[config.mk]
export PLATFORM = sky130hd
export DESIGN_NAME = otp_fault_merge
export DESIGN_NICKNAME = d
export VERILOG_FILES = /design/src/svc_pkg.sv /design/src/otp_fault_merge.sv
export SDC_FILE = /design/constraint.sdc
export NUM_CORES = 1
export LEC_CHECK = 0
export BUFFER_PORTS_ARGS = -buffer_cell sky130_fd_sc_hd__buf_2
export CORE_AREA = 2 2 39 41
export DETAILED_ROUTE_END_ITERATION = 7
export DIE_AREA = 0 0 41 43
export PLACE_DENSITY = 0.75
export SYNTH_ARGS = -nofsm -noshare
export SYNTH_HDL_FRONTEND = slang
export SYNTH_SLANG_ARGS = --single-unit
[constraint.sdc]
create_clock -name vclk -period 1.7
set_clock_uncertainty 0.15 [all_clocks]
set_input_delay 0.34 -clock vclk [all_inputs]
set_output_delay 0.34 -clock vclk [all_outputs]
set_load 0.01 [all_outputs]
[src/svc_pkg.sv]
// Service package with command codes, fuse widths, fault mode type and partition table
package svc_pkg;

  // ----------------------------------------------------------
  // Service command codes
  // ----------------------------------------------------------
  typedef logic [7:0] svc_cmd_t;

  localparam svc_cmd_t CMD_RESET_PULSE  = 8'h10;
  localparam svc_cmd_t CMD_ZEROIZE_ON   = 8'h11;
  localparam svc_cmd_t CMD_ZEROIZE_OFF  = 8'h12;
  localparam svc_cmd_t CMD_CLK_500      = 8'h20;
  localparam svc_cmd_t CMD_CLK_160      = 8'h21;
  localparam svc_cmd_t CMD_CLK_400      = 8'h22;
  localparam svc_cmd_t CMD_CLK_1000     = 8'h23;
  localparam svc_cmd_t CMD_FAULT_CORR   = 8'h30;
  localparam svc_cmd_t CMD_FAULT_UNCORR = 8'h31;
  localparam svc_cmd_t CMD_FAULT_CLEAR  = 8'h32;

  // Fault injection mode applied to the first word of locked partitions
  typedef enum logic [1:0] {
    FAULT_NONE   = 2'd0,
    FAULT_CORR   = 2'd1,
    FAULT_UNCORR = 2'd2
  } fault_mode_e;

  // ----------------------------------------------------------
  // Fuse array geometry
  // ----------------------------------------------------------
  localparam int OTP_WORD_W = 16;
  // Eleven bits so that the highest digest word (5D4 hex) is addressable
  localparam int OTP_ADDR_W = 11;

  typedef logic [OTP_WORD_W-1:0] otp_word_t;
  typedef logic [OTP_ADDR_W-1:0] otp_addr_t;

  localparam int NUM_PARTS = 8;

  // First word of each partition, which is the word that faults target
  localparam otp_addr_t PART_OFFSET [NUM_PARTS] = '{
    11'h000, 11'h024, 11'h048, 11'h050, 11'h058, 11'h060, 11'h260, 11'h4D4
  };

  // A nonzero value in the digest word locks its partition
  localparam otp_addr_t PART_DIGEST [NUM_PARTS] = '{
    11'h020, 11'h044, 11'h04C, 11'h054, 11'h05C, 11'h064, 11'h2B8, 11'h5D4
  };

  // Length of the sub-block reset pulse in clock cycles
  localparam int RST_PULSE_CYCLES = 11;

endpackage

[src/otp_fault_merge.sv]
// Read response merge applying zeroization and fault injection to fuse read data
module otp_fault_merge (
  input  logic                  rd_valid_i,
  input  svc_pkg::otp_word_t    rd_data_i,
  input  logic                  rd_locked_i,
  input  logic                  zeroize_i,
  input  svc_pkg::fault_mode_e  fault_mode_i,
  output logic                  rsp_valid_o,
  output svc_pkg::otp_word_t    rsp_data_o
);

  svc_pkg::otp_word_t flip_mask;

  // The response leaves in the same cycle as the array word
  assign rsp_valid_o = rd_valid_i;

  // ----------------------------------------------------------
  // Fault mask
  // ----------------------------------------------------------
  // Only the first word of a locked partition is ever disturbed
  always_comb begin
    flip_mask = '0;
    if (rd_locked_i) begin
      case (fault_mode_i)
        svc_pkg::FAULT_CORR:   flip_mask = svc_pkg::otp_word_t'(1);
        svc_pkg::FAULT_UNCORR: flip_mask = '1;
        default:               flip_mask = '0;
      endcase
    end
  end

  // ----------------------------------------------------------
  // Response data
  // ----------------------------------------------------------
  // Zeroization wins over any armed fault
  always_comb begin
    if (zeroize_i) begin
      rsp_data_o = '0;
    end else begin
      rsp_data_o = rd_data_i ^ flip_mask;
    end
  end

endmodule

## Word-level counts from Yosys, hierarchy flattened

Cells that the tools add are included.

| cells by class | value |
|---|---|
| bitwise operators | 1 |
| eq/ne operators | 2 |
| mux-type cells | 3 |

Operators with widths:

| kind | number |
|---|---|
| 2-to-1 mux 16 bit | 2 |
| case mux 16 bit (2 select lines) | 1 |
| XOR 16 bit | 1 |
| == test 2 x 1 -> 1 bit, second input constant | 1 |
| == test 2 bit, second input constant | 1 |

| word-level totals | value |
|---|---|
| input bits | 21 |
| output and inout port bits | 17 |
| register bits after elaboration | 0 |

## Logic depth before layout (Yosys ltp)

| depth | value |
|---|---|
| word-level depth | 5 |
| depth in mapped cells | 6 |
| gate-level depth less buffers | 4 |

## Worst setup path after synthesis

OpenSTA, ideal clock, no wires.

| path | value |
|---|---|
| path type | input -> output |
| start point | input port fault_mode_i[0] |
| end point | output port rsp_data_o[10] |
| setup slack | -43 ps |
| arrival time | 1253 ps |
| path buffers | 2 |
| cell stages on the path | 6 |
| required time | 1210 ps |
| cells stage by stage | inv_1 -> ha_1 -> and2_4 -> buf_6 -> buf_12 -> mux2_4 |

| between the ends | value |
|---|---|
| cells in the longest elaborated chain, start to end | 5 |
| elaborated cells on any way between the ends | 6 |
| those cells by class | 2 x eq/ne; 3 x mux; 1 x bitwise |

Ends and longest elaborated chain:

| element | line | text |
|---|---|---|
| start, declared | otp_fault_merge.sv:7 | `input svc_pkg::fault_mode_e fault_mode_i,` |
| == test 2 bit or == test 2 x 1 -> 1 bit (tied branches) | otp_fault_merge.sv:24 | `case (fault_mode_i)` |
| case mux 16 bit (2 select lines) (*) | otp_fault_merge.sv:24 |  |
| 2-to-1 mux 16 bit (*) | otp_fault_merge.sv:23 | `if (rd_locked_i) begin` |
| XOR 16 bit (*) | otp_fault_merge.sv:40 | `rsp_data_o = rd_data_i ^ flip_mask;` |
| 2-to-1 mux 16 bit (*) | otp_fault_merge.sv:37 | `if (zeroize_i) begin` |
| end, declared | otp_fault_merge.sv:9 | `output svc_pkg::otp_word_t rsp_data_o` |

Mark *: on every way between the ends. The rest lies on a longest branch, timed or not.

## Worst setup path after layout

| path | value |
|---|---|
| start point | input port fault_mode_i[0] |
| end point | output port rsp_data_o[14] |

Same word-level chain as after synthesis.

==> run metrics <==
run status=finished with violations; failing checks=negative setup slack; hold_sp=rd_valid_i; worst IR drop on VDD=0.144 mV; die outline width=41 µm; Synth warnings=0; worst hold path cell count=0; core footprint=1380 µm²; Max-slew headroom=91.1%; RSZ-0062 raised after global routing=true; Die Y=between 40 and 50 µm; total routed wirelength=1080 µm; ANT nets after route=0; Max Freq=551 MHz; fin worst setup slack=-0.114 ns; largest net degree at the start of global routing=33; most common cell in the netlist=nor2b_1; Period minus WS final=1.81 ns; Pre-antenna DRT Iters=4; max cap viols=0; max-slew violations=0; layout cells sized above 1=65.2%; Slew @ Worst Pin=around 0.13 ns; post-detail-place hpwl=about 730 µm; starting density of the core=33.5%; Final Instance Count excl. Fillers=around 110; register area share after synthesis=0%; overall routing resource usage=a little over an eighth; DRT iter0 DRCs=2; RD Place Congestion=around 0.6; Final Cycle Share=107%; dpl ws=-0.238 ns; most frequent cells after synthesis=nor2b_1 (17), nor2_1 (16), mux2_4 (10); placed cells=105; Cell Rows=14; first-pass GRT wire length=1740 µm; Pwr Density=255 nW/µm²; Critical Path AT=1.32 ns; WL per Instance=9.99 µm; gr ovfl total=0; Worst Hold End=rsp_valid_o; Ant. Diodes=0; CP max FO=8; final setup fails=15; clock buffers=0; CP Class=in2out; syn avg cell area=around 8 µm²; Crit. Startpoint=fault_mode_i[0]; Worst setup EP type=output pin; synthesized net count=80; Area contributors post-synth=mux2_4 (32%), nor2b_1 (23%), mux2_2 (15%), nor2_1 (13%), buf_12 (4.3%); FILL cells=roughly 130; Critical Path Start Type=primary input; share of the synthesized area in the top cell type=between 30% and 40%; register area=0 µm²; Ports=38; Remaining DRCs=0; antenna violations before repair=0; Syn Inst Count=58; post-layout util=58.7%; Final #Nets=116; Req. time, crit path=1.21 ns; hold_buf cts=0; Fin. Hold Viols=0; post-synth top area cell=mux2_4; Tightest Hold Check Type=in2out; Synth cell types=11; Syn-to-layout area delta=75.4%; Mapped Area=463 µm²; Leakage=0.408 nW; Vias/cell=4.60; port bufs=36; via count=497; num sequential=0; die area=1760 µm²; number of global-route vias before repair=440
worst max-delay path, stage by stage:
cell    delay, ns
buf_6        0.09
inv_4        0.04
ha_4         0.11
and2_4       0.17
buf_12       0.14
mux2_4       0.30
buf_6        0.12
worst max-delay path by stage:
stage                           to  slack (ns)  cells after the start
floorplan           rsp_data_o[10]       0.006                      6
global placement     rsp_data_o[3]       -0.20                      6
detailed placement   rsp_data_o[3]       -0.24                      6
CTS                 rsp_data_o[14]       -0.13                      7
global route        rsp_data_o[11]       -0.15                      7
finish              rsp_data_o[14]       -0.11                      7
cells in the final DEF, fill, tap and decap left out:
| cell | n |
|---|---|
| buf_2 | 21 |
| nor2b_1 | 16 |
| nor2_1 | 16 |
| mux2_4 | 15 |
| buf_6 | 15 |
| buf_12 | 3 |
| and2_4 | 1 |
| mux2_2 | 1 |
| inv_4 | 1 |
| nor2b_4 | 1 |
| ha_4 | 1 |
| buf_4 | 1 |
stage by stage:
stage	cell area (µm²)	hold slack, ns	power, mW	setup TNS [ns]
after global routing	812	0.530	0.224	-1.96
after global placement	632	0.530	0.147	-2.63
after floorplan	465	0.622	0.101	0
after detailed placement	632	0.530	0.152	-3.12
final	812	0.530	0.207	-1.51
after CTS	796	0.530	0.201	-1.74
logic make-up after synthesis:
family	count (synthesis)	share of synthesized area, %
fa+ha+maj	1	2.70
buf+inv	7	12.4
mux	16	47.0
simple gates	34	37.8
report_power, final:
part	switching, mW	total, mW	internal (mW)
clock network	0	0	0
logic	0.0768	0.207	0.130
registers	0	0	0
total	0.0768	0.207	0.130
what timing repair did:
action	CTS	global route
resized for setup	21	4
pin swaps	1	1
endpoints found under the setup margin	16	16
gates cloned	0	0
buffers inserted	3	0
layout make-up:
cell class	count	area [µm²]	share of cell area [%]
inverters	1	6.26	0.770
multi-input cells	51	444	54.7
well taps	16	20.0	2.47
repair buffers	40	342	42.1
routing by layer:
| layer | track usage, % | routed length [µm] | up-vias |
|---|---|---|---|
| met5 | 0 | 0 | - |
| met4 | 0 | 0 | 0 |
| met3 | 0.524 | 78 | 0 |
| met2 | 23.8 | 558 | 22 |
| met1 | 17.1 | 442 | 223 |
| li1 | - | - | 252 |
Note: power is estimated with default switching activity, not from simulation.
