===== src/svc_credit_fifo.sv =====
// Credit-returning receive FIFO with a payload type parameter
module svc_credit_fifo #(
  parameter type payload_t = logic [7:0],
  parameter int  DEPTH     = 4
) (
  input  logic     clk,
  input  logic     cptra_rst_b,
  input  logic     push_i,
  input  payload_t push_data_i,
  input  logic     pop_ready_i,
  output logic     pop_valid_o,
  output payload_t pop_data_o,
  output logic     credit_o
);

  localparam int PTR_W = (DEPTH > 1) ? $clog2(DEPTH) : 1;
  localparam int CNT_W = $clog2(DEPTH + 1);

  payload_t         mem [DEPTH];
  logic [PTR_W-1:0] wr_ptr_q;
  logic [PTR_W-1:0] rd_ptr_q;
  logic [CNT_W-1:0] count_q;
  logic             full;
  logic             push_ok;
  logic             pop_fire;

  // Pointers wrap at DEPTH so that any depth works, not only powers of two
  function automatic logic [PTR_W-1:0] next_ptr(input logic [PTR_W-1:0] ptr);
    logic [PTR_W-1:0] nxt;
    if (ptr == PTR_W'(DEPTH - 1)) begin
      nxt = '0;
    end else begin
      nxt = ptr + 1'b1;
    end
    return nxt;
  endfunction

  assign full        = (count_q == CNT_W'(DEPTH));
  assign push_ok     = push_i && !full;
  assign pop_valid_o = (count_q != '0);
  assign pop_data_o  = mem[rd_ptr_q];
  assign pop_fire    = pop_valid_o && pop_ready_i;

  // Entry storage
  always_ff @(posedge clk) begin
    if (push_ok) begin
      mem[wr_ptr_q] <= push_data_i;
    end
  end

  // ----------------------------------------------------------
  // Pointers and occupancy
  // ----------------------------------------------------------
  always_ff @(posedge clk or negedge cptra_rst_b) begin
    if (!cptra_rst_b) begin
      wr_ptr_q <= '0;
      rd_ptr_q <= '0;
      count_q  <= '0;
    end else begin
      if (push_ok) begin
        wr_ptr_q <= next_ptr(wr_ptr_q);
      end
      if (pop_fire) begin
        rd_ptr_q <= next_ptr(rd_ptr_q);
      end
      count_q <= count_q + CNT_W'(push_ok) - CNT_W'(pop_fire);
    end
  end

  // One credit goes back to the sender for every entry that leaves
  always_ff @(posedge clk or negedge cptra_rst_b) begin
    if (!cptra_rst_b) begin
      credit_o <= 1'b0;
    end else begin
      credit_o <= pop_fire;
    end
  end

endmodule


===== config.mk =====
export PLATFORM = sky130hd
export DESIGN_NAME = svc_credit_fifo
export DESIGN_NICKNAME = d
export VERILOG_FILES = /design/src/svc_credit_fifo.sv
export SDC_FILE = /design/constraint.sdc
export NUM_CORES = 1
export LEC_CHECK = 0
export BUFFER_PORTS_ARGS = -buffer_cell sky130_fd_sc_hd__buf_2
export CAP_MARGIN = 20
export CORE_MARGIN = 1
export CORE_UTILIZATION = 40
export CTS_CLUSTER_SIZE = 20
export DETAILED_ROUTE_END_ITERATION = 16
export SYNTH_ARGS = -nofsm -noshare
export SYNTH_HDL_FRONTEND = slang
export SYNTH_SLANG_ARGS = --single-unit

===== constraint.sdc =====
create_clock -name clk -period 2.51 [get_ports clk]
set_input_delay 0.753 -clock clk [delete_from_list [all_inputs] [get_ports clk]]
set_output_delay 0.753 -clock clk [all_outputs]
set_load 0.03 [all_outputs]

**Word level (Yosys, flattened, before mapping)**

Memory sizes are Yosys's and may differ from the RTL's.
Cells that the tools add are included.

- Register bits: 8
- RAM bits: 32
- Input port bits: 12
- Output and inout bits: 10
- Word-level logic and storage cells: 20
- Memories kept: 1

- $add $sub $neg: 4
- Equality and inequality tests: 3
- Mux-type cells: 4
- Reductions and logical operators: 4

Memory list:

| name | depth | width | rd ports | clocked after Yosys merged registers in | write ports | line | text |
|---|---|---|---|---|---|---|---|
| mem | 4 | 8 | 1 | 0 | 1 | 19 | `payload_t mem [DEPTH];` |

Operators by type and width:

| cell | count |
|---|---|
| adder 2 x 1 -> 2 bit, second input constant | 2 |
| equality test 2 bit, second input constant | 2 |
| two-way mux 2 bit | 2 |
| adder 3 x 1 -> 3 bit | 1 |
| equality test 3 bit, second input constant | 1 |
| nonzero test 3 bit | 1 |
| subtractor 3 x 1 -> 3 bit | 1 |
| logical AND 1 bit | 2 |
| two-way mux 1 bit | 2 |
| zero test 1 bit | 1 |

**Longest topological paths before layout**

- Word-level depth: 5
- Depth in mapped cells: 10
- Mapped depth without buffers: 10

**Least setup slack after synthesis**

Ideal clock, no wire load.

- Path kind: in2reg
- From: input push_i
- To: register count_q[2]
- Setup time: 125 ps
- Arrival: 2151 ps
- Required time: 2385 ps
- Setup slack: 233 ps
- Stages: 9
- Path buffers: 0
- Cell sequence: a21boi_2 inv_1 ha_1 inv_1 ha_1 inv_1 fa_1 xnor2_1 xnor2_1

- Word-level cells in the longest chain between the ends: 3

RTL lines:

| element | line | text |
|---|---|---|
| start, declared | 8 | `input logic push_i,` |
| logical AND 1 bit | 39 | `assign push_ok = push_i && !full;` |
| adder 3 x 1 -> 3 bit | 66 | `count_q <= count_q + CNT_W'(push_ok) - CNT_W'(pop_fire);` |
| subtractor 3 x 1 -> 3 bit | 66 |  |
| end signal, assigned | 66 |  |
| end, declared | 22 | `logic [CNT_W-1:0] count_q;` |

No other way between the ends.
A chain may end at the register's enable or synchronous reset.

==> impl_metrics.json <==
{
  "status": "complete, no violations",
  "required_ns": 1.76,
  "crit_start": "rd_ptr_q[0]$_DFFE_PN0P_",
  "drt-total-wl_um": 2429,
  "place_ws_ns": 0.1496,
  "rsz0062_at_grt": "false",
  "htreeDepth": 2,
  "crit_chain": "mux4_2 -> buf_2",
  "hold_viol": 0,
  "worst_ep_arrival_time_ns": 1.60,
  "grt_antenna_before_repair": 0,
  "via_per_inst": 4.790,
  "min-delay-path-class": "in2async",
  "r2r_start": "count_q[1]$_DFF_PN0_",
  "grt_pass1_vias": 852,
  "worst-setup-path-type": "reg2out",
  "drive_gt1_share_pct": 42.20,
  "postSynthAreaPerCell_sq_um": 20.05,
  "core_sq_mm": 0.003771,
  "worst_setup_path_start_kind": "flop",
  "fill_cells": 317,
  "drc": 0,
  "maxCapViolCount": 0,
  "hpwl_um": 1704,
  "relSlewSlack_pct": 70.41,
  "start_util_pct": 43.07,
  "grt_max_degree": 14,
  "fin_nets": 128,
  "globalRouteTotalUtil_pct": 14.38,
  "area_growth_pct": 15.56,
  "cts_tree": "yes",
  "cts_made_buffers": 5,
  "r2r-end": "count_q[2]$_DFF_PN0_",
  "ys_seq_area_share_pct": 71.49,
  "netlist_instances": 81,
  "multi_input_area_sq_um": 427.9,
  "synth_seq_cells": 40,
  "power_density_mw_per_mm2": 1201,
  "synth_nets": 101,
  "p_leak_uw": 0.0007250,
  "maxSlewViolCount": 0,
  "fin_setup_tns_ns": 0,
  "seqCellArea_sq_mm": 0.001162,
  "period_needed_ns": 2.356,
  "clock-sinks": 40,
  "io_pins": 22,
  "whs_ns": 0.2980,
  "max_slew.worst_pin.slew_ns": 0.4438,
  "gp_congestion": 0.6815,
  "cts_root_buf": "clkbuf_8",
  "finalClockSkew_ns": 0.006005,
  "ant_nets": 0,
  "worstPathMaxFanout": 11,
  "die_h_um": 65.72,
  "final_area_sq_mm": 0.001877,
  "max_freq_ghz": 0.4245,
  "yosysUniqueCellTypes": 16,
  "setup_viol": 0,
  "synth.top_cell.area_share_pct": 59.17,
  "vias": 752,
  "worst_slack_ns": 0.1542,
  "placementRows": 22,
  "rrSetupSlack_ns": 0.20,
  "clock_tree.buffer_depth": 2,
  "wl_per_cell_um": 15.47,
  "crit_slowest_cell": "dfrtp_2",
  "cpPeakStageDelay_ns": 0.57,
  "diodes": 0,
  "ys_warn_count": 0,
  "cts_hold_buf": 0,
  "path_clk_slew_ns": 0.07,
  "yosys.area.top_type": "edfxtp_1",
  "dieArea_sq_mm": 0.004319,
  "drt_iter0_markers": 34,
  "die_w_um": 65.72,
  "mappedNetlistArea_sq_mm": 0.001624,
  "grt_pass1_wl_um": 4098,
  "clock_latency_ns": 0.29,
  "port_buffers": 21,
  "dr.pass1.iters": 4,
  "fin_crit_sh_pct": 93.86,
  "reg2reg_depth": 10,
  "crit_path_end_kind": "output pin",
  "yosys-top-cells-area": "edfxtp_1 59%, dfrtp_1 12%, mux4_2 11%",
  "gr-total-overflow": 0,
  "place_inst": 149,
  "ir_drop_v": 0.0005534,
  "dpl_cell_area_sq_mm": 0.001788,
  "fin_cells": 157
}
## flip-flops by register name, summed over array words and instances, names as in the netlist
signal and flops:
count_q 3, rd_ptr_q 2, wr_ptr_q 2, mem 32, credit_o 1
## worst max-delay path: cells and delay by family, from the launching register on
| kind | cells | cell delay, ns |
|---|---|---|
| flops | 1 | 0.57 |
| mux | 1 | 0.55 |
| buf+inv | 1 | 0.19 |
## cell families after synthesis
family / Yosys count / share of synthesized area [%]
xor gates and xnor gates: 2 / 1.079
muxes: 12 / 14.33
buffers and inverters: 9 / 2.157
adders and majority gates: 8 / 6.625
AOI/OAI and AO/OA: 1 / 0.6933
and+or+nand+nor: 9 / 3.621
DFF: 40 / 71.49
## Yosys cell counts
library cell,n
fa_1,1
nor2_1,3
ha_1,7
inv_1,7
a21boi_2,1
dfrtp_1,8
xnor2_1,2
buf_2,1
or3_4,1
mux4_2,8
mux2_2,2
edfxtp_1,32
clkbuf_1,1
nand2_4,1
mux2_4,2
and2_1,4
## layer usage
| layer | vias to the layer above | global-route usage, % | share of wire [%] |
|---|---|---|---|
| met1 | 372 | 15.99 | 39 |
| met4 | 0 | 10.87 | 3.2 |
| met2 | 17 | 23.21 | 54 |
| li1 | 355 | - | - |
| met3 | 8 | 3.993 | 4.4 |
| met5 | - | 0 | 0 |
## how the worst max path moves through the flow
stage | to | slack [ns] | depth (start not counted)
final | pop_data_o[1] | 0.15 | 2
after global routing | pop_data_o[2] | 0.07 | 2
after CTS | pop_data_o[1] | 0.11 | 2
after detailed placement | count_q[2]$_DFF_PN0_ | 0.15 | 10
after global placement | count_q[2]$_DFF_PN0_ | 0.17 | 10
after floorplan | count_q[2]$_DFF_PN0_ | 0.23 | 9
## layout by cell type, fill, tap and decap left out, types with 2 or more instances in the layout
cell and n:
edfxtp_1 32, buf_2 21, mux4_2 8, inv_1 7
ha_1 7, dfrtp_1 7, clkbuf_8 5, and2_1 4
nor2_1 3, xnor2_1 2, mux2_4 2, mux2_2 2
clkinv_2 2
## report_power, final
group	total, uW	internal [uW]	switching, uW
clock	407	193	213
sequential	1050	900	146
combinational	801	366	436
## metrics by stage
step,power [uW],utilization (%)
finish,2255,49.77
global route,2409,49.77
CTS,2301,49.77
detailed placement,1889,47.41
global placement,1844,47.41
floorplan,1663,-
## cell type report
cell class	instances	area share (%)
flip-flops and latches	40	61.93
multi-input cells	32	22.80
repair buffers	22	6.000
clock buffers	5	3.667
well taps	48	3.200
inverters	7	1.400
clock inverters	3	1.000
## what timing repair did
item | CTS | global route
setup buffers | 0 | 0
gates resized for setup | 1 | 0
setup endpoints to repair | 8 | 0
Note: power is estimated with default switching activity, not from simulation.
