**config.mk**
```make
export PLATFORM = sky130hd
export DESIGN_NAME = svc_cmd_decoder
export DESIGN_NICKNAME = d
export VERILOG_FILES = /design/src/svc_pkg.sv /design/src/svc_cmd_decoder.sv
export SDC_FILE = /design/constraint.sdc
export NUM_CORES = 1
export LEC_CHECK = 0
export BUFFER_PORTS_ARGS = -buffer_cell sky130_fd_sc_hd__buf_4
export CAP_MARGIN = 10
export CORE_UTILIZATION = 30
export DETAILED_ROUTE_END_ITERATION = 16
export PLACE_DENSITY = 0.53
export SLEW_MARGIN = 25
export SYNTH_ARGS = -nofsm -noshare
export SYNTH_HDL_FRONTEND = slang
export SYNTH_SLANG_ARGS = --single-unit
```
**constraint.sdc**
```tcl
create_clock -name clk -period 2 [get_ports clk]
set_clock_uncertainty 0.1 [all_clocks]
set_input_delay 0.1 -clock clk [delete_from_list [all_inputs] [get_ports clk]]
set_output_delay 0.1 -clock clk [all_outputs]
set_load 0.01 [all_outputs]
```
**src/svc_pkg.sv**
```systemverilog
// Service package with command codes, fuse widths, fault mode type and partition table
package svc_pkg;

  // ----------------------------------------------------------
  // Service command codes
  // ----------------------------------------------------------
  typedef logic [7:0] svc_cmd_t;

  localparam svc_cmd_t CMD_RESET_PULSE  = 8'h10;
  localparam svc_cmd_t CMD_ZEROIZE_ON   = 8'h11;
  localparam svc_cmd_t CMD_ZEROIZE_OFF  = 8'h12;
  localparam svc_cmd_t CMD_CLK_500      = 8'h20;
  localparam svc_cmd_t CMD_CLK_160      = 8'h21;
  localparam svc_cmd_t CMD_CLK_400      = 8'h22;
  localparam svc_cmd_t CMD_CLK_1000     = 8'h23;
  localparam svc_cmd_t CMD_FAULT_CORR   = 8'h30;
  localparam svc_cmd_t CMD_FAULT_UNCORR = 8'h31;
  localparam svc_cmd_t CMD_FAULT_CLEAR  = 8'h32;

  // Fault injection mode applied to the first word of locked partitions
  typedef enum logic [1:0] {
    FAULT_NONE   = 2'd0,
    FAULT_CORR   = 2'd1,
    FAULT_UNCORR = 2'd2
  } fault_mode_e;

  // ----------------------------------------------------------
  // Fuse array geometry
  // ----------------------------------------------------------
  localparam int OTP_WORD_W = 16;
  // Eleven bits so that the highest digest word (5D4 hex) is addressable
  localparam int OTP_ADDR_W = 11;

  typedef logic [OTP_WORD_W-1:0] otp_word_t;
  typedef logic [OTP_ADDR_W-1:0] otp_addr_t;

  localparam int NUM_PARTS = 8;

  // First word of each partition, which is the word that faults target
  localparam otp_addr_t PART_OFFSET [NUM_PARTS] = '{
    11'h000, 11'h024, 11'h048, 11'h050, 11'h058, 11'h060, 11'h260, 11'h4D4
  };

  // A nonzero value in the digest word locks its partition
  localparam otp_addr_t PART_DIGEST [NUM_PARTS] = '{
    11'h020, 11'h044, 11'h04C, 11'h054, 11'h05C, 11'h064, 11'h2B8, 11'h5D4
  };

  // Length of the sub-block reset pulse in clock cycles
  localparam int RST_PULSE_CYCLES = 11;

endpackage

```
**src/svc_cmd_decoder.sv**
```systemverilog
// Service command decoder for reset pulse, clock select, zeroization and fault mode
module svc_cmd_decoder (
  input  logic                  clk,
  input  logic                  cptra_rst_b,
  input  logic                  cmd_valid_i,
  input  svc_pkg::svc_cmd_t     cmd_i,
  output logic                  cmd_ready_o,
  output logic                  sub_rst_b_o,
  output logic [1:0]            clk_sel_o,
  output logic                  zeroize_o,
  output svc_pkg::fault_mode_e  fault_mode_o
);

  logic              cmd_take;
  logic              cmd_vld_q;
  svc_pkg::svc_cmd_t cmd_q;
  logic [3:0]        pulse_cnt_q;
  logic              pulse_start;

  // Commands never stall, every popped entry is decoded
  assign cmd_ready_o = 1'b1;
  assign cmd_take    = cmd_valid_i && cmd_ready_o;

  // ----------------------------------------------------------
  // Capture stage
  // ----------------------------------------------------------
  // The popped command is held for one cycle before it takes effect
  always_ff @(posedge clk or negedge cptra_rst_b) begin
    if (!cptra_rst_b) begin
      cmd_vld_q <= 1'b0;
    end else begin
      cmd_vld_q <= cmd_take;
    end
  end

  always_ff @(posedge clk) begin
    if (cmd_take) begin
      cmd_q <= cmd_i;
    end
  end

  // ----------------------------------------------------------
  // Lasting control state
  // ----------------------------------------------------------
  always_ff @(posedge clk or negedge cptra_rst_b) begin
    if (!cptra_rst_b) begin
      clk_sel_o    <= 2'd0;
      zeroize_o    <= 1'b0;
      fault_mode_o <= svc_pkg::FAULT_NONE;
    end else if (cmd_vld_q) begin
      case (cmd_q)
        svc_pkg::CMD_CLK_500:     clk_sel_o <= 2'd0;
        svc_pkg::CMD_CLK_160:     clk_sel_o <= 2'd1;
        svc_pkg::CMD_CLK_400:     clk_sel_o <= 2'd2;
        svc_pkg::CMD_CLK_1000:    clk_sel_o <= 2'd3;
        svc_pkg::CMD_ZEROIZE_ON:  zeroize_o <= 1'b1;
        svc_pkg::CMD_ZEROIZE_OFF: zeroize_o <= 1'b0;
        // A fault is armed only from the idle mode, a second one waits for a clear
        svc_pkg::CMD_FAULT_CORR: begin
          if (fault_mode_o == svc_pkg::FAULT_NONE) begin
            fault_mode_o <= svc_pkg::FAULT_CORR;
          end
        end
        svc_pkg::CMD_FAULT_UNCORR: begin
          if (fault_mode_o == svc_pkg::FAULT_NONE) begin
            fault_mode_o <= svc_pkg::FAULT_UNCORR;
          end
        end
        svc_pkg::CMD_FAULT_CLEAR: fault_mode_o <= svc_pkg::FAULT_NONE;
        default: begin
          // Reset pulse is handled below, anything else is not a command
        end
      endcase
    end
  end

  // ----------------------------------------------------------
  // Sub-block reset pulse
  // ----------------------------------------------------------
  // A request while the pulse is running is dropped
  assign pulse_start = cmd_vld_q && (cmd_q == svc_pkg::CMD_RESET_PULSE) && sub_rst_b_o;

  always_ff @(posedge clk or negedge cptra_rst_b) begin
    if (!cptra_rst_b) begin
      sub_rst_b_o <= 1'b1;
      pulse_cnt_q <= 4'd0;
    end else if (pulse_start) begin
      sub_rst_b_o <= 1'b0;
      pulse_cnt_q <= 4'd0;
    end else if (!sub_rst_b_o) begin
      // Low in the cycles where the count runs from 0 to RST_PULSE_CYCLES-1
      if (pulse_cnt_q == 4'(svc_pkg::RST_PULSE_CYCLES - 1)) begin
        sub_rst_b_o <= 1'b1;
        pulse_cnt_q <= 4'd0;
      end else begin
        pulse_cnt_q <= pulse_cnt_q + 4'd1;
      end
    end
  end

endmodule

```
Word level (Yosys, flattened, before mapping) --
Index checks and enable logic that the tools add are counted.
Operators by class: add/sub/neg operators 1, equal/unequal tests 14, reduce and logical (&&, ||, !) cells 9, muxes and demuxes 11
Operators by type and width (number):
- $eq 8x6->1 const B | 7
- $eq 8x5->1 const B | 3
- $mux 4 | 3
- $pmux 2 s4 | 1
- $pmux 2 s3 | 1
- $add 4x1->4 const B | 1
- $eq 4x4->1 const B | 1
- $mux 2 | 2
- $ne 2x2->1 const B | 2
- $reduce_and 2->1 | 2
- $reduce_and 4->1 | 1
- $reduce_bool 4->1 | 1
- $mux 1 | 3
- $reduce_bool 3->1 | 1
- $logic_and 1x1->1 | 2
- $logic_not 2->1 | 1
- $ne 2x1->1 const B | 1
- $pmux 1 s2 | 1
- $reduce_bool 2->1 | 1
Storage, ports and cells: bits in registers 19, output and inout bits 7, logic and storage cells 42, bits of input ports 11

Logic depth before layout (Yosys ltp) --
depth in word-level cells 4, depth in mapped cells 5, depth with buffers taken out 5

Least setup slack after synthesis --
No wires, ideal clock.
path type flip-flop to flip-flop, from register cmd_q[0], to register pulse_cnt_q[0], stages on the path, launching flop included 4, required time 1.766 ns, arrival 1.279 ns, clock period less this slack 1.512 ns, path slack 0.488 ns, path buffers 0, library setup time 0.134 ns, cells stage by stage edfxtp_1 -> or4b_4 -> nor3_4 -> o22ai_1
On the way: cells in the longest elaborated chain, start to end 4, elaborated cells on any way between the ends 5, those cells by class eq/ne: 2; mux: 1; reduce/logical: 2
RTL lines:
- start: declaration | RTL line svc_cmd_decoder.sv:16 | svc_pkg::svc_cmd_t cmd_q;
- start signal: assignment | RTL line svc_cmd_decoder.sv:38 | cmd_q <= cmd_i;
- $eq 8x5->1 (*) | RTL line svc_cmd_decoder.sv:81 | assign pulse_start = cmd_vld_q && (cmd_q == svc_pkg::CMD_RESET_PULSE) && sub_rst_b_o;
- $logic_and 1x1->1 (*) (2 in series) | RTL line svc_cmd_decoder.sv:81
- $ne 2x1->1 (no source line) or $mux 4 (tied branches)
- end signal: assignment | RTL line svc_cmd_decoder.sv:96 | pulse_cnt_q <= pulse_cnt_q + 4'd1;
- end: declaration | RTL line svc_cmd_decoder.sv:17 | logic [3:0] pulse_cnt_q;
Every way passes the cells marked *; elsewhere a longest branch is shown, timed or not. A chain may end at the register's enable or synchronous reset.

Worst setup path after layout --
from register cmd_q[0], to register pulse_cnt_q[1]
Same word-level chain as after synthesis.

==> metrics.log <==
INFO  metric wl_met1 = 682 um
INFO  metric drtAntennaViolNets = 0
INFO  metric vias_per_cell = 4.733
INFO  metric clk-insertion-delay-late = 290 ps
INFO  metric synth_seq_area_share = 62.39%
INFO  metric number_of_gates_given_a_new_drive_strength_after_cts = 0
INFO  metric maxCapViolCount = 0
INFO  metric p_sw = 242.4 uW
INFO  metric pwr_density_cell = 794.1 nW/um2
INFO  metric core = 2545 um2
INFO  metric final_common_cell = sky130_fd_sc_hd__buf_4
INFO  metric fp-row-count = 18
INFO  metric via_count_of_the_first_global_routing_pass = 533
INFO  metric grt_usage = 11.42%
INFO  metric cts.htree.levels = 1
INFO  metric final_core_utilization = 43.41%
INFO  metric syn-cell-area = 828.3 um2
INFO  metric nets = 104
INFO  metric totalWireLength = 1404 um
INFO  metric fin_setup_tns = 0 ps
INFO  metric grt_antenna_before_repair = 0
INFO  metric drt_drc_violations_left = 0
INFO  metric crit_arrival = 1680 ps
INFO  metric drive_gt1_share = 24.44%
INFO  metric post_synthesis_cell_type_count = 30
INFO  metric synthAdderAreaFrac = 3.021%
INFO  metric synth_top_family_by_area = simple AND/OR/NAND/NOR gates
INFO  metric yosys.area_share.xor_xnor = 0%
INFO  metric area_fraction_in_compound_gates_after_synthesis = 10.27%
INFO  metric areaGrowthSynthToFinish = 33.38%
INFO  metric yosys_warnings = 0
INFO  metric static-leakage-power = 0.4592 nW
INFO  metric period_share = 80.19%
INFO  metric placed_cells = 106
INFO  metric io_buffer_count = 16
INFO  metric cts_hold_buf = 10
INFO  metric die_ar = 2975 um2
INFO  metric internal-power = 634.9 uW
INFO  metric routabilityCongestion = 0.7439
INFO  metric timing.critical_path.from_type = flop
INFO  metric fmax = 623.5 MHz
INFO  metric io_pins = 18
INFO  metric path_clk_slew = 100 ps
INFO  metric die_width = 54.55 um
INFO  metric setup_viol = 0
INFO  metric synth-seq-cells = 19
INFO  metric register_area = 516.7 um2
INFO  metric worst_ep_required_time = 2070 ps
INFO  metric final_cell_mix = sky130_fd_sc_hd__buf_4 (16), sky130_fd_sc_hd__dfrtp_1 (10), sky130_fd_sc_hd__dlygate4sd3_1 (10)
INFO  metric antenna_cells = 0
INFO  metric topRoutingLayerUsed = met4
INFO  metric clock_tree_from_tritoncts = built
INFO  metric power_frac_comb = 18.6%
INFO  metric detailedPlacementHpwl = 1007 um
INFO  metric grt_remaining_overflow = 0
INFO  metric final_cell_count_without_fillers = 120
INFO  metric grt_max_degree = 12
INFO  metric min_period = 1604 ps
INFO  metric route.met2.wl = 652 um
INFO  metric share_clk_of_total_power = 21.3%
INFO  metric synthCells = 61
INFO  metric dr.pass1.iters = 2
INFO  metric sequential_fraction_of_design_power = 60.1%
INFO  metric rsz0062_at_grt = false
INFO  metric mappedNetlistNets = 74
INFO  metric cts.sinks = 19
INFO  metric synth_edf_count = 8
INFO  metric filler_cell_count = 244
INFO  metric final.setup.worst_slack = 396.1 ps
INFO  metric initial_core_util = 32.55%
INFO  metric cts_buffers = 3
INFO  metric vias = 568
INFO  metric finalMaxSlewViolations = 0
INFO  metric cts.root.buffer_cell = sky130_fd_sc_hd__clkbuf_4
INFO  metric final_hold_vios = 0
INFO  metric worst_ir_drop_vdd = 0.5020 mV
INFO  metric routedWlPerCell = 11.70 um
INFO  metric worstPathMaxFanout = 5
INFO  metric dieHeight = 54.55 um
INFO  metric drt_first_iter_violations = 1
INFO  metric cts_max_path_buffers = 2
INFO  metric power = 877.3 uW
INFO  metric outcome = finished clean
INFO  metric area_of_the_multi_input_gates = 296.5 um2
INFO  metric grt_pass1_wl = 2297 um
INFO  metric synth_simple_gate_area_share = 18.13%
INFO  metric syn-mean-instance-area = 13.58 um2
INFO  metric endpoint_kind = flop
INFO  metric yosys-mux-area-fraction = 3.927%
INFO  metric holdCritPathClass = in -> async
INFO  metric cts.repair_timing.setup_buffer_count = 0
INFO  metric power_switching_share = 27.63%
INFO  metric synth_ff_type = sky130_fd_sc_hd__dfrtp_1
INFO  metric startpoint_to_endpoint_class_of_the_critical_path = reg -> reg
INFO  metric async_flop_share = 57.89%
INFO  metric wl_met3 = 59 um
INFO  metric place_ws = 399.7 ps
-- synthesized netlist by cell type (2+ instances only) --
master	count	area share [%]
sky130_fd_sc_hd__a21oi_1	2	1.2
sky130_fd_sc_hd__nand2_1	7	3.2
sky130_fd_sc_hd__edfxtp_1	8	29
sky130_fd_sc_hd__o22ai_1	4	3.0
sky130_fd_sc_hd__inv_1	2	0.91
sky130_fd_sc_hd__mux2_1	2	2.7
sky130_fd_sc_hd__dfrtp_1	10	30
sky130_fd_sc_hd__or4b_1	2	2.4
sky130_fd_sc_hd__ha_1	2	3.0
sky130_fd_sc_hd__o21ai_1	2	1.2
-- cells by family after synthesis --
| family | count (synthesis) |
|---|---|
| other | 1 |
| flip-flops | 19 |
| AO/OA/AOI/OAI | 13 |
| multiplexers | 3 |
| adder cells (fa/ha/maj) | 2 |
| buffers and inverters | 3 |
| AND/OR/NAND/NOR | 20 |
-- power groups by stage --
stage	Clock [mW]	Sequential, mW	Combinational [mW]
2_1_floorplan	0	0.526	0.0828
3_3_place_gp	0	0.534	0.150
3_5_place_dp	0	0.537	0.151
4_1_cts	0.200	0.529	0.166
5_1_grt	0.213	0.538	0.185
6_report	0.187	0.528	0.163
-- flip-flops by register name, summed over array words and instances (netlist names) --
| name | cells |
|---|---|
| cmd_vld_q | 1 |
| sub_rst_b_o | 1 |
| fault_mode_o | 2 |
| cmd_q | 8 |
| clk_sel_o | 2 |
| pulse_cnt_q | 4 |
| zeroize_o | 1 |
-- through the flow --
step           cell area (um2)  hold WS (ps)
6_report                  1105         66.13
5_1_grt                   1105         87.30
4_1_cts                   1105         53.70
3_5_place_dp             978.4        -151.6
3_3_place_gp             978.4        -154.1
2_1_floorplan            828.3        -295.6
-- cell type report --
| type | count | share of cell area [%] |
|---|---|---|
| Sequential cell | 19 | 46.77 |
| Multi-Input combinational cell | 39 | 26.84 |
| Timing Repair Buffer | 26 | 19.93 |
| Tap cell | 30 | 3.398 |
| Clock buffer | 4 | 2.378 |
| Inverter | 2 | 0.6795 |
-- final timing paths --
kind                                    from              to  slack [ps]  depth (start not counted)
max in group asynchronous        cptra_rst_b     sub_rst_b_o        1510                          2
worst min register to register  clk_sel_o[1]    clk_sel_o[1]         410                          1
worst max register to register      cmd_q[0]  pulse_cnt_q[1]         400                          3
min in group clk                clk_sel_o[1]    clk_sel_o[1]         410                          1
worst min-delay path             cptra_rst_b  pulse_cnt_q[0]          70                          2
worst max-delay path                cmd_q[0]  pulse_cnt_q[1]         400                          3
-- metal layers --
layer | up-vias | track usage, %
li1 | 290 | -
met4 | 0 | 5.128
met5 | - | 0
met1 | 262 | 15.36
met2 | 14 | 15.65
met3 | 2 | 5.000
-- worst max-delay path, stage by stage (launching register included) --
cell and delay (ps):
sky130_fd_sc_hd__edfxtp_1 410, sky130_fd_sc_hd__or4b_4 600, sky130_fd_sc_hd__nor3_4 260, sky130_fd_sc_hd__o22ai_1 120
Note: power is estimated with default switching activity, not from simulation.
